===== src/logic/csr_map_pkg.sv =====
// CSR map for the machine-mode CSR unit
// Addresses, field positions and the fixed misa extension bits
`default_nettype none

package csr_map_pkg;

  typedef logic [11:0] csr_addr_t;

  // Machine-mode CSR addresses
  localparam csr_addr_t addr_mstatus  = 12'h300;
  localparam csr_addr_t addr_misa     = 12'h301;
  localparam csr_addr_t addr_mie      = 12'h304;
  localparam csr_addr_t addr_mtvec    = 12'h305;
  localparam csr_addr_t addr_mscratch = 12'h340;
  localparam csr_addr_t addr_mepc     = 12'h341;
  localparam csr_addr_t addr_mcause   = 12'h342;
  localparam csr_addr_t addr_mtval    = 12'h343;
  localparam csr_addr_t addr_mip      = 12'h344;

  // mstatus fields, MPP is two bits wide
  localparam int mstatus_mie  = 3;
  localparam int mstatus_mpie = 7;
  localparam int mstatus_mpp  = 11;

  // Same positions in mip and mie
  localparam int bit_msi = 3;
  localparam int bit_mti = 7;
  localparam int bit_mei = 11;

  // Extensions I (bit 8) and U (bit 20)
  localparam logic [25:0] misa_low = 26'h010_0100;

endpackage

`default_nettype wire


===== src/logic/trap_pkg.sv =====
// Trap definitions for the machine-mode CSR unit
// Privilege levels and mcause codes
`default_nettype none

package trap_pkg;

  typedef logic [1:0] priv_t;

  localparam priv_t priv_user    = 2'b00;
  localparam priv_t priv_machine = 2'b11;

  // Exception codes fit in four bits
  typedef logic [3:0] code_t;

  // Interrupt codes, reported with the mcause top bit set
  localparam code_t code_msi = 4'd3;
  localparam code_t code_mti = 4'd7;
  localparam code_t code_mei = 4'd11;

  // Synchronous exception codes
  localparam code_t code_illegal = 4'd2;
  localparam code_t code_ecall_u = 4'd8;
  localparam code_t code_ecall_m = 4'd11;

  // Fixed priority, highest first:
  // external, timer, software interrupt, then illegal instruction, then ecall

endpackage

`default_nettype wire


===== src/logic/csr_bus_if.sv =====
// CSR access and trap event bundle shared by the CSR blocks
`default_nettype none

interface csr_bus_if #(
  parameter int xlen = 32
);

  logic                   wr_en;
  csr_map_pkg::csr_addr_t addr;
  logic [xlen-1:0]        wr_data;
  logic                   trap;
  logic [xlen-1:0]        cause;
  // mret already masked by trap
  logic                   take_mret;

  modport arbiter (
    input  wr_en, addr, wr_data,
    output trap, cause, take_mret
  );

  modport regs (
    input wr_en, addr, wr_data, trap, cause, take_mret
  );

  modport reader (
    input addr
  );

endinterface

`default_nettype wire


===== src/logic/csr_config_regs.sv =====
// Trap configuration registers
// Holds mtvec, the machine enable bits of mie and mscratch
`default_nettype none

module csr_config_regs #(
  parameter int              xlen        = 32,
  parameter logic [xlen-1:0] mtvec_reset = '0
) (
  input  wire             clock,
  input  wire             reset,
  csr_bus_if.regs         bus,
  output logic [xlen-1:0] mtvec,
  output logic [2:0]      mie_bits,
  output logic [xlen-1:0] mscratch
);

  logic            wr_ok;
  logic [xlen-3:0] mtvec_base;
  logic            mtvec_mode;

  // Writes are dropped in a trap cycle
  assign wr_ok = bus.wr_en && !bus.trap;

  // Bit 1 is reserved and reads zero
  assign mtvec = {mtvec_base, 1'b0, mtvec_mode};

  always_ff @(posedge clock or posedge reset) begin
    if (reset) begin
      mtvec_base <= mtvec_reset[xlen-1:2];
      mtvec_mode <= mtvec_reset[0];
    end else if (wr_ok && bus.addr == csr_map_pkg::addr_mtvec) begin
      mtvec_base <= bus.wr_data[xlen-1:2];
      mtvec_mode <= bus.wr_data[0];
    end
  end

  // Only MEIE, MTIE and MSIE exist
  always_ff @(posedge clock or posedge reset) begin
    if (reset) begin
      mie_bits <= 3'b000;
    end else if (wr_ok && bus.addr == csr_map_pkg::addr_mie) begin
      mie_bits <= {bus.wr_data[csr_map_pkg::bit_mei],
                   bus.wr_data[csr_map_pkg::bit_mti],
                   bus.wr_data[csr_map_pkg::bit_msi]};
    end
  end

  always_ff @(posedge clock or posedge reset) begin
    if (reset) begin
      mscratch <= '0;
    end else if (wr_ok && bus.addr == csr_map_pkg::addr_mscratch) begin
      mscratch <= bus.wr_data;
    end
  end

endmodule

`default_nettype wire


===== src/logic/trap_state_regs.sv =====
// Trap state registers
// mstatus fields, mepc, mcause, mtval and the current privilege level
`default_nettype none

module trap_state_regs #(
  parameter int xlen = 32
) (
  input  wire              clock,
  input  wire              reset,
  csr_bus_if.regs          bus,
  input  wire [xlen-1:0]   pc,
  input  wire [31:0]       instruction,
  output trap_pkg::priv_t  priv,
  output logic             mstatus_mie,
  output logic             mstatus_mpie,
  output trap_pkg::priv_t  mpp,
  output logic [xlen-1:0]  mepc,
  output logic [xlen-1:0]  mcause,
  output logic [xlen-1:0]  mtval
);

  logic            wr_ok;
  logic            cause_illegal;
  trap_pkg::priv_t mpp_wr;

  // mcause is WLRL, only implemented codes are accepted
  function automatic logic legal_cause(input logic [xlen-1:0] value);
    logic [xlen-2:0] code;
    code = value[xlen-2:0];
    if (value[xlen-1]) begin
      legal_cause = (code == trap_pkg::code_msi) || (code == trap_pkg::code_mti) ||
                    (code == trap_pkg::code_mei);
    end else begin
      legal_cause = (code == trap_pkg::code_illegal) ||
                    (code == trap_pkg::code_ecall_u) ||
                    (code == trap_pkg::code_ecall_m);
    end
  endfunction

  assign wr_ok         = bus.wr_en && !bus.trap;
  assign cause_illegal = (bus.cause == {{(xlen-4){1'b0}}, trap_pkg::code_illegal});
  assign mpp_wr        = bus.wr_data[csr_map_pkg::mstatus_mpp +: 2];

  always_ff @(posedge clock or posedge reset) begin
    if (reset) begin
      mstatus_mie  <= 1'b0;
      mstatus_mpie <= 1'b0;
      mpp          <= trap_pkg::priv_user;
    end else if (bus.trap) begin
      mstatus_mpie <= mstatus_mie;
      mstatus_mie  <= 1'b0;
      mpp          <= priv;
    end else if (bus.take_mret) begin
      mstatus_mie  <= mstatus_mpie;
      mstatus_mpie <= 1'b1;
      mpp          <= trap_pkg::priv_user;
    end else if (wr_ok && bus.addr == csr_map_pkg::addr_mstatus) begin
      mstatus_mie  <= bus.wr_data[csr_map_pkg::mstatus_mie];
      mstatus_mpie <= bus.wr_data[csr_map_pkg::mstatus_mpie];
      // No supervisor level, so 1 and 2 are not stored
      if (mpp_wr == trap_pkg::priv_user || mpp_wr == trap_pkg::priv_machine) begin
        mpp <= mpp_wr;
      end
    end
  end

  always_ff @(posedge clock or posedge reset) begin
    if (reset) begin
      priv <= trap_pkg::priv_machine;
    end else if (bus.trap) begin
      priv <= trap_pkg::priv_machine;
    end else if (bus.take_mret) begin
      priv <= mpp;
    end
  end

  always_ff @(posedge clock or posedge reset) begin
    if (reset) begin
      mepc <= '0;
    end else if (bus.trap) begin
      mepc <= pc;
    end else if (wr_ok && bus.addr == csr_map_pkg::addr_mepc) begin
      mepc <= {bus.wr_data[xlen-1:2], 2'b00};
    end
  end

  always_ff @(posedge clock or posedge reset) begin
    if (reset) begin
      mcause <= '0;
    end else if (bus.trap) begin
      mcause <= bus.cause;
    end else if (wr_ok && bus.addr == csr_map_pkg::addr_mcause && legal_cause(bus.wr_data)) begin
      mcause <= bus.wr_data;
    end
  end

  // Other traps leave mtval as it was
  always_ff @(posedge clock or posedge reset) begin
    if (reset) begin
      mtval <= '0;
    end else if (bus.trap) begin
      if (cause_illegal) begin
        mtval <= xlen'(instruction);
      end
    end else if (wr_ok && bus.addr == csr_map_pkg::addr_mtval) begin
      mtval <= bus.wr_data;
    end
  end

endmodule

`default_nettype wire


===== src/logic/trap_arbiter.sv =====
// Trap arbiter
// Evaluates pending interrupts and exceptions, picks the cause and the trap target
`default_nettype none

module trap_arbiter #(
  parameter int xlen = 32
) (
  csr_bus_if.arbiter          bus,
  input  wire                 msip,
  input  wire                 external_interrupt,
  input  wire [63:0]          mtime,
  input  wire [63:0]          mtimecmp,
  input  wire                 illegal_instruction,
  input  wire                 ecall,
  input  wire                 mret,
  input  wire trap_pkg::priv_t priv,
  input  wire                 mstatus_mie,
  input  wire [xlen-1:0]      mtvec,
  input  wire [2:0]           mie_bits,
  output logic [xlen-1:0]     trap_addr,
  output logic [2:0]          mip_bits
);

  logic              irq_enable;
  logic [2:0]        irq_fire;
  logic              is_irq;
  logic              trap_now;
  trap_pkg::code_t   code;
  logic [xlen-1:0]   base;

  // Bit order is MEI, MTI, MSI
  assign mip_bits = {external_interrupt, mtime >= mtimecmp, msip};

  // User mode is always interruptible, machine mode only with MIE
  assign irq_enable = (priv == trap_pkg::priv_user) || mstatus_mie;
  assign irq_fire   = mip_bits & mie_bits & {3{irq_enable}};
  assign is_irq     = |irq_fire;

  always_comb begin
    if (irq_fire[2]) begin
      code = trap_pkg::code_mei;
    end else if (irq_fire[1]) begin
      code = trap_pkg::code_mti;
    end else if (irq_fire[0]) begin
      code = trap_pkg::code_msi;
    end else if (illegal_instruction) begin
      code = trap_pkg::code_illegal;
    end else if (ecall) begin
      // ecall code tracks the caller's level
      if (priv == trap_pkg::priv_machine) begin
        code = trap_pkg::code_ecall_m;
      end else begin
        code = trap_pkg::code_ecall_u;
      end
    end else begin
      code = '0;
    end
  end

  // Exceptions are never masked
  assign trap_now = is_irq || illegal_instruction || ecall;

  assign bus.trap      = trap_now;
  assign bus.cause     = {is_irq, {(xlen-5){1'b0}}, code};
  assign bus.take_mret = mret && !trap_now;

  assign base = {mtvec[xlen-1:2], 2'b00};

  // Vectored mode offsets interrupts by four times the code
  assign trap_addr = (mtvec[0] && is_irq) ? base + {code, 2'b00} : base;

endmodule

`default_nettype wire


===== src/logic/csr_read_mux.sv =====
// CSR read path
// Builds the readable CSR words and selects one by address
`default_nettype none

module csr_read_mux #(
  parameter int xlen = 32
) (
  csr_bus_if.reader           bus,
  input  wire                 mstatus_mie,
  input  wire                 mstatus_mpie,
  input  wire trap_pkg::priv_t mpp,
  input  wire [xlen-1:0]      mtvec,
  input  wire [2:0]           mie_bits,
  input  wire [xlen-1:0]      mscratch,
  input  wire [xlen-1:0]      mepc,
  input  wire [xlen-1:0]      mcause,
  input  wire [xlen-1:0]      mtval,
  input  wire [2:0]           mip_bits,
  output logic [xlen-1:0]     rd_data
);

  logic [xlen-1:0] misa;
  logic [xlen-1:0] mstatus;

  // Spreads MEI, MTI, MSI to their mie/mip positions
  function automatic logic [xlen-1:0] irq_word(input logic [2:0] bits);
    logic [xlen-1:0] word;
    word = '0;
    word[csr_map_pkg::bit_mei] = bits[2];
    word[csr_map_pkg::bit_mti] = bits[1];
    word[csr_map_pkg::bit_msi] = bits[0];
    return word;
  endfunction

  always_comb begin
    // MXL is 1 for RV32, 2 for RV64
    misa = '0;
    misa[xlen-1 -: 2] = 2'(xlen / 32);
    misa[25:0] = csr_map_pkg::misa_low;

    mstatus = '0;
    mstatus[csr_map_pkg::mstatus_mie]       = mstatus_mie;
    mstatus[csr_map_pkg::mstatus_mpie]      = mstatus_mpie;
    mstatus[csr_map_pkg::mstatus_mpp +: 2]  = mpp;
  end

  always_comb begin
    case (bus.addr)
      csr_map_pkg::addr_mstatus:  rd_data = mstatus;
      csr_map_pkg::addr_misa:     rd_data = misa;
      csr_map_pkg::addr_mie:      rd_data = irq_word(mie_bits);
      csr_map_pkg::addr_mtvec:    rd_data = mtvec;
      csr_map_pkg::addr_mscratch: rd_data = mscratch;
      csr_map_pkg::addr_mepc:     rd_data = mepc;
      csr_map_pkg::addr_mcause:   rd_data = mcause;
      csr_map_pkg::addr_mtval:    rd_data = mtval;
      csr_map_pkg::addr_mip:      rd_data = irq_word(mip_bits);
      default:                    rd_data = '0;
    endcase
  end

endmodule

`default_nettype wire


===== src/logic/csr_top.sv =====
// Machine-mode CSR unit with trap handling for an M/U core
`default_nettype none

module csr_top #(
  parameter int              xlen        = 32,
  parameter logic [xlen-1:0] mtvec_reset = xlen'(1000 << 2)
) (
  input  wire                         clock,
  input  wire                         reset,
  input  wire                         wr_en,
  input  wire csr_map_pkg::csr_addr_t addr,
  input  wire [xlen-1:0]              wr_data,
  input  wire [xlen-1:0]              pc,
  input  wire [31:0]                  instruction,
  input  wire                         msip,
  input  wire                         external_interrupt,
  input  wire [63:0]                  mtime,
  input  wire [63:0]                  mtimecmp,
  input  wire                         illegal_instruction,
  input  wire                         ecall,
  input  wire                         mret,
  output logic [xlen-1:0]             rd_data,
  output logic [xlen-1:0]             mepc,
  output logic [xlen-1:0]             trap_addr,
  output logic                        trap,
  output trap_pkg::priv_t             privilege_mode
);

  trap_pkg::priv_t priv;
  trap_pkg::priv_t mpp;
  logic            mstatus_mie;
  logic            mstatus_mpie;
  logic [xlen-1:0] mtvec;
  logic [xlen-1:0] mscratch;
  logic [xlen-1:0] mcause;
  logic [xlen-1:0] mtval;
  logic [2:0]      mie_bits;
  logic [2:0]      mip_bits;

  csr_bus_if #(.xlen(xlen)) bus ();

  assign bus.wr_en   = wr_en;
  assign bus.addr    = addr;
  assign bus.wr_data = wr_data;

  assign trap           = bus.trap;
  assign privilege_mode = priv;

  csr_config_regs #(.xlen(xlen), .mtvec_reset(mtvec_reset)) config_regs_i (
    .clock(clock), .reset(reset), .bus(bus.regs),
    .mtvec(mtvec), .mie_bits(mie_bits), .mscratch(mscratch)
  );

  trap_state_regs #(.xlen(xlen)) state_regs_i (
    .clock(clock), .reset(reset), .bus(bus.regs),
    .pc(pc), .instruction(instruction),
    .priv(priv), .mstatus_mie(mstatus_mie), .mstatus_mpie(mstatus_mpie), .mpp(mpp),
    .mepc(mepc), .mcause(mcause), .mtval(mtval)
  );

  trap_arbiter #(.xlen(xlen)) arbiter_i (
    .bus(bus.arbiter), .msip(msip), .external_interrupt(external_interrupt),
    .mtime(mtime), .mtimecmp(mtimecmp),
    .illegal_instruction(illegal_instruction), .ecall(ecall), .mret(mret),
    .priv(priv), .mstatus_mie(mstatus_mie), .mtvec(mtvec), .mie_bits(mie_bits),
    .trap_addr(trap_addr), .mip_bits(mip_bits)
  );

  csr_read_mux #(.xlen(xlen)) read_mux_i (
    .bus(bus.reader), .mstatus_mie(mstatus_mie), .mstatus_mpie(mstatus_mpie), .mpp(mpp),
    .mtvec(mtvec), .mie_bits(mie_bits), .mscratch(mscratch), .mepc(mepc),
    .mcause(mcause), .mtval(mtval), .mip_bits(mip_bits), .rd_data(rd_data)
  );

endmodule

`default_nettype wire


===== config.mk =====
export PLATFORM = sky130hd
export DESIGN_NAME = csr_top
export DESIGN_NICKNAME = d
export VERILOG_FILES = /design/src/logic/csr_map_pkg.sv /design/src/logic/trap_pkg.sv /design/src/logic/csr_bus_if.sv /design/src/logic/csr_config_regs.sv /design/src/logic/trap_state_regs.sv /design/src/logic/trap_arbiter.sv /design/src/logic/csr_read_mux.sv /design/src/logic/csr_top.sv
export SDC_FILE = /design/constraint.sdc
export NUM_CORES = 1
export LEC_CHECK = 0
export BUFFER_PORTS_ARGS = -buffer_cell sky130_fd_sc_hd__buf_2
export CAP_MARGIN = 20
export CELL_PAD_IN_SITES_DETAIL_PLACEMENT = 1
export CELL_PAD_IN_SITES_GLOBAL_PLACEMENT = 2
export CORE_MARGIN = 3
export CORE_UTILIZATION = 35
export CTS_CLUSTER_DIAMETER = 50
export DETAILED_ROUTE_END_ITERATION = 16
export GPL_TIMING_DRIVEN = 0
export HOLD_SLACK_MARGIN = 0.02
export PLACE_DENSITY_LB_ADDON = 0.05
export SLEW_MARGIN = 20
export SYNTH_ARGS = -nofsm -noshare
export SYNTH_HDL_FRONTEND = slang
export SYNTH_HIERARCHICAL = 1
export SYNTH_SLANG_ARGS = --single-unit

===== constraint.sdc =====
create_clock -name clock -period 8.9 [get_ports clock]
set_input_delay 0.445 -clock clock [delete_from_list [all_inputs] [get_ports clock]]
set_output_delay 0.445 -clock clock [all_outputs]
set_load 0.05 [all_outputs]

==> results.py <==
metrics = {
    "logic_synthesis": {
        "synth_area_mm2": 0.0121,
        "seq_area_frac_synth_pct": 34.9,
        "synth_area_leaders": "dfrtp_1 33%, ha_1 7.0%, mux2i_1 5.7%, mux4_2 5.4%, mux2_4 4.8%",
        "avgSynthCellArea_um2": 10.2,
        "synthDistinctLibCells": 81,
        "synthCells": 1184,
        "synth_common_cells": "160 x dfrtp_1, 102 x nand2_1, 85 x inv_1",
        "synth_top_cell_by_area": "dfrtp_1",
        "synth_ff_type": "dfrtp_1",
        "yosysWarnings": 6,
        "yosysMostFrequentCell": "dfrtp_1",
        "synth_edf_count": 0,
        "ys_ff_latch": 168,
        "synth.top_cell.area_share_pct": 33.1,
        "postSynth.asyncResetShare_pct": 100,
    },
    "cts": {
        "cts_tree": "yes",
        "clk_pin_slew_ns": 0.07,
        "htree_levels": 4,
        "root_buffer": "clkbuf_16",
        "post_cts_buffers": 0,
        "insertion_delay_ns": 0.44,
        "cts_sinks": 168,
        "clock_path_buffers": 2,
        "cts_resized": 0,
        "ctsHoldBuffers": 0,
        "cts_buffers": 17,
    },
    "setup_path": {
        "crit_path_start_kind": "primary input",
        "reg2reg_setup_slack_ns": 4.93,
        "worstPathRequired_ns": 8.46,
        "crit_type": "in2out",
        "cp.arrival_ns": 5.62,
        "path_max_fanout": 10,
        "cp-end-kind": "output pin",
        "worstReg2RegEnd": "state_regs_i/mtval[11]",
        "r2r_start": "config_regs_i/mie_bits[2]",
        "critPathLaunch": "mtimecmp[61]",
        "r2r_cells": 12,
    },
    "route": {
        "post_drt_via_cell_ratio": 5.31,
        "initialDrtViolationCount": 449,
        "vias": 10800,
        "wl_per_cell_um": 24.1,
        "firstDrtPassIters": 5,
        "drc": 0,
        "wl_um": 49200,
        "antenna_left": 0,
    },
    "power_and_ir_drop": {
        "peakVddDrop_uv": 117,
        "power_mw": 2.04,
        "pwr_density_cell_mw_per_mm2": 135,
        "leakage_nw": 7.81,
    },
    "finish": {
        "fill_cells": 3928,
        "final_area_mm2": 0.0152,
        "fin_util_pct": 44.9,
        "nets": 1886,
        "final_cells": 2037,
        "drive_above_1_share_pct": 37.8,
        "synthToLayoutAreaGrowth_pct": 25.6,
    },
    "min_path": {
        "hold_class": "in2async",
    },
    "die": {
        "coreArea_mm2": 0.0338,
        "initial_core_util_pct": 35.8,
        "ioPinCount": 343,
        "die_h_um": 192,
        "rows": 67,
        "die_area_mm2": 0.0368,
        "dieWidth_um": 192,
    },
    "global_routing": {
        "grt_max_degree": 65,
        "grt_pass1_vias": 11300,
        "grt_pass1_wl_um": 71700,
        "antenna_found_initial": 9,
        "overflow": 0,
        "grt_usage_pct": 26.3,
    },
    "sta": {
        "fin_crit_sh_pct": 68.1,
        "min_period_ns": 6.06,
        "setup_viol": 0,
        "worst_slew_pin_slew_ns": 0.965,
        "slew_viol_final": 0,
        "rsz0062_at_grt": "false",
        "timing.hold.ws_ns": 0.0192,
        "slew_headroom_pct": 35.7,
        "final-hold-violation-count": 0,
        "fmax_ghz": 0.165,
        "fin_ws_ns": 2.84,
        "fin_setup_tns_ns": 0,
        "finClkSkew_ns": 0.00764,
    },
    "place": {
        "io_buffers": 340,
        "dpl-instance-area_mm2": 0.0145,
        "place_ws_ns": 2.81,
        "dpl.hpwl_um": 38800,
        "place_congestion": 0.851,
        "place_inst": 2002,
    },
    "flow_run": {
        "cap_viol_max_count": 0,
    },
    "run_status": {
        "outcome": "finished clean",
    },
}
sequential cells by signal, summed over array words and instances, names as in the netlist:
signal,count
state_regs_i/mtval,32
state_regs_i/mstatus_mpie,1
state_regs_i/priv,2
config_regs_i/mscratch,32
state_regs_i/mpp,2
state_regs_i/mstatus_mie,1
state_regs_i/mcause,32
config_regs_i/mtvec_mode,1
config_regs_i/mtvec_base,30
config_regs_i/mie_bits,3
state_regs_i/mepc,32
worst max-delay path by stage:
stage          depth (start not counted)             to
3_5_place_dp                          24  trap_addr[30]
4_1_cts                               24  trap_addr[30]
3_3_place_gp                          24  trap_addr[30]
6_report                              24  trap_addr[30]
5_1_grt                               24  trap_addr[30]
2_1_floorplan                         21  trap_addr[24]
logic make-up (layout without fill, tap and decap cells):
logic type / after synthesis / in the layout / synth area share [%]
mux: 173 / 173 / 19.3
compound gates: 241 / 241 / 12.2
flops: 168 / 168 / 34.9
xor+xnor: 28 / 28 / 2.03
buf+inv: 179 / 553 / 8.62
simple gates: 324 / 324 / 15.6
other cells: 2 / 33 / 0.0622
fa+ha+maj: 69 / 69 / 7.21
critical path, stage by stage:
cell	delay, ns
buf_2	0.08
inv_1	0.03
ha_1	0.30
nand4_2	0.19
nor4_4	0.41
nand3_2	0.17
nor4_4	0.28
a2111oi_4	0.16
nor2_4	0.32
buf_6	0.20
inv_1	0.09
o22ai_1	0.50
ha_1	0.29
inv_1	0.06
fa_1	0.40
nor2b_1	0.12
o21ai_0	0.12
inv_1	0.10
o21ai_0	0.14
nor2_1	0.39
and3_1	0.21
nand3_1	0.09
xnor2_1	0.18
buf_2	0.32
layout make-up:
| type | instances | area, um2 | share of cell area (%) |
|---|---|---|---|
| timing repair buffer | 342 | 1760 | 11.6 |
| antenna | 3 | 7.51 | 0.0495 |
| multi-input combinational | 865 | 6930 | 45.7 |
| tap | 448 | 561 | 3.69 |
| sequential | 168 | 4210 | 27.8 |
| buffer | 94 | 722 | 4.76 |
| clock inverter | 14 | 221 | 1.46 |
| clock buffer | 18 | 439 | 2.89 |
| inverter | 85 | 327 | 2.15 |
layout by cell type (no fill, tap or decap), types with 17 or more instances in the layout:
cell       count
mux2i_1       69
mux4_2        29
buf_4         38
dfrtp_1      160
nor2_1        57
a21oi_1       64
xnor2_1       28
nand3_1       30
buf_2        348
mux2_2        36
nand2_1      102
o21ai_0       52
ha_1          68
clkbuf_16     17
mux2_4        39
clkbuf_1      20
o21ai_1       54
conb_1        30
a22o_1        25
buf_6         19
nand4_1       27
inv_1         83
metal layers:
layer | global-route usage (%) | wire length [um]
met5 | 0 | 55
met4 | 7.48 | 1250
met3 | 4.62 | 2760
met2 | 45.4 | 24000
met1 | 33.7 | 21100
where the power goes:
group          internal (mW)  leakage [nW]  total, mW  switching (mW)
Combinational          0.149          5.31      0.384           0.234
Clock                  0.509         0.318      0.848           0.339
Sequential             0.790          2.18      0.813          0.0235
Total                   1.45          7.81       2.04           0.597
Note: power is estimated with default switching activity, not from simulation.
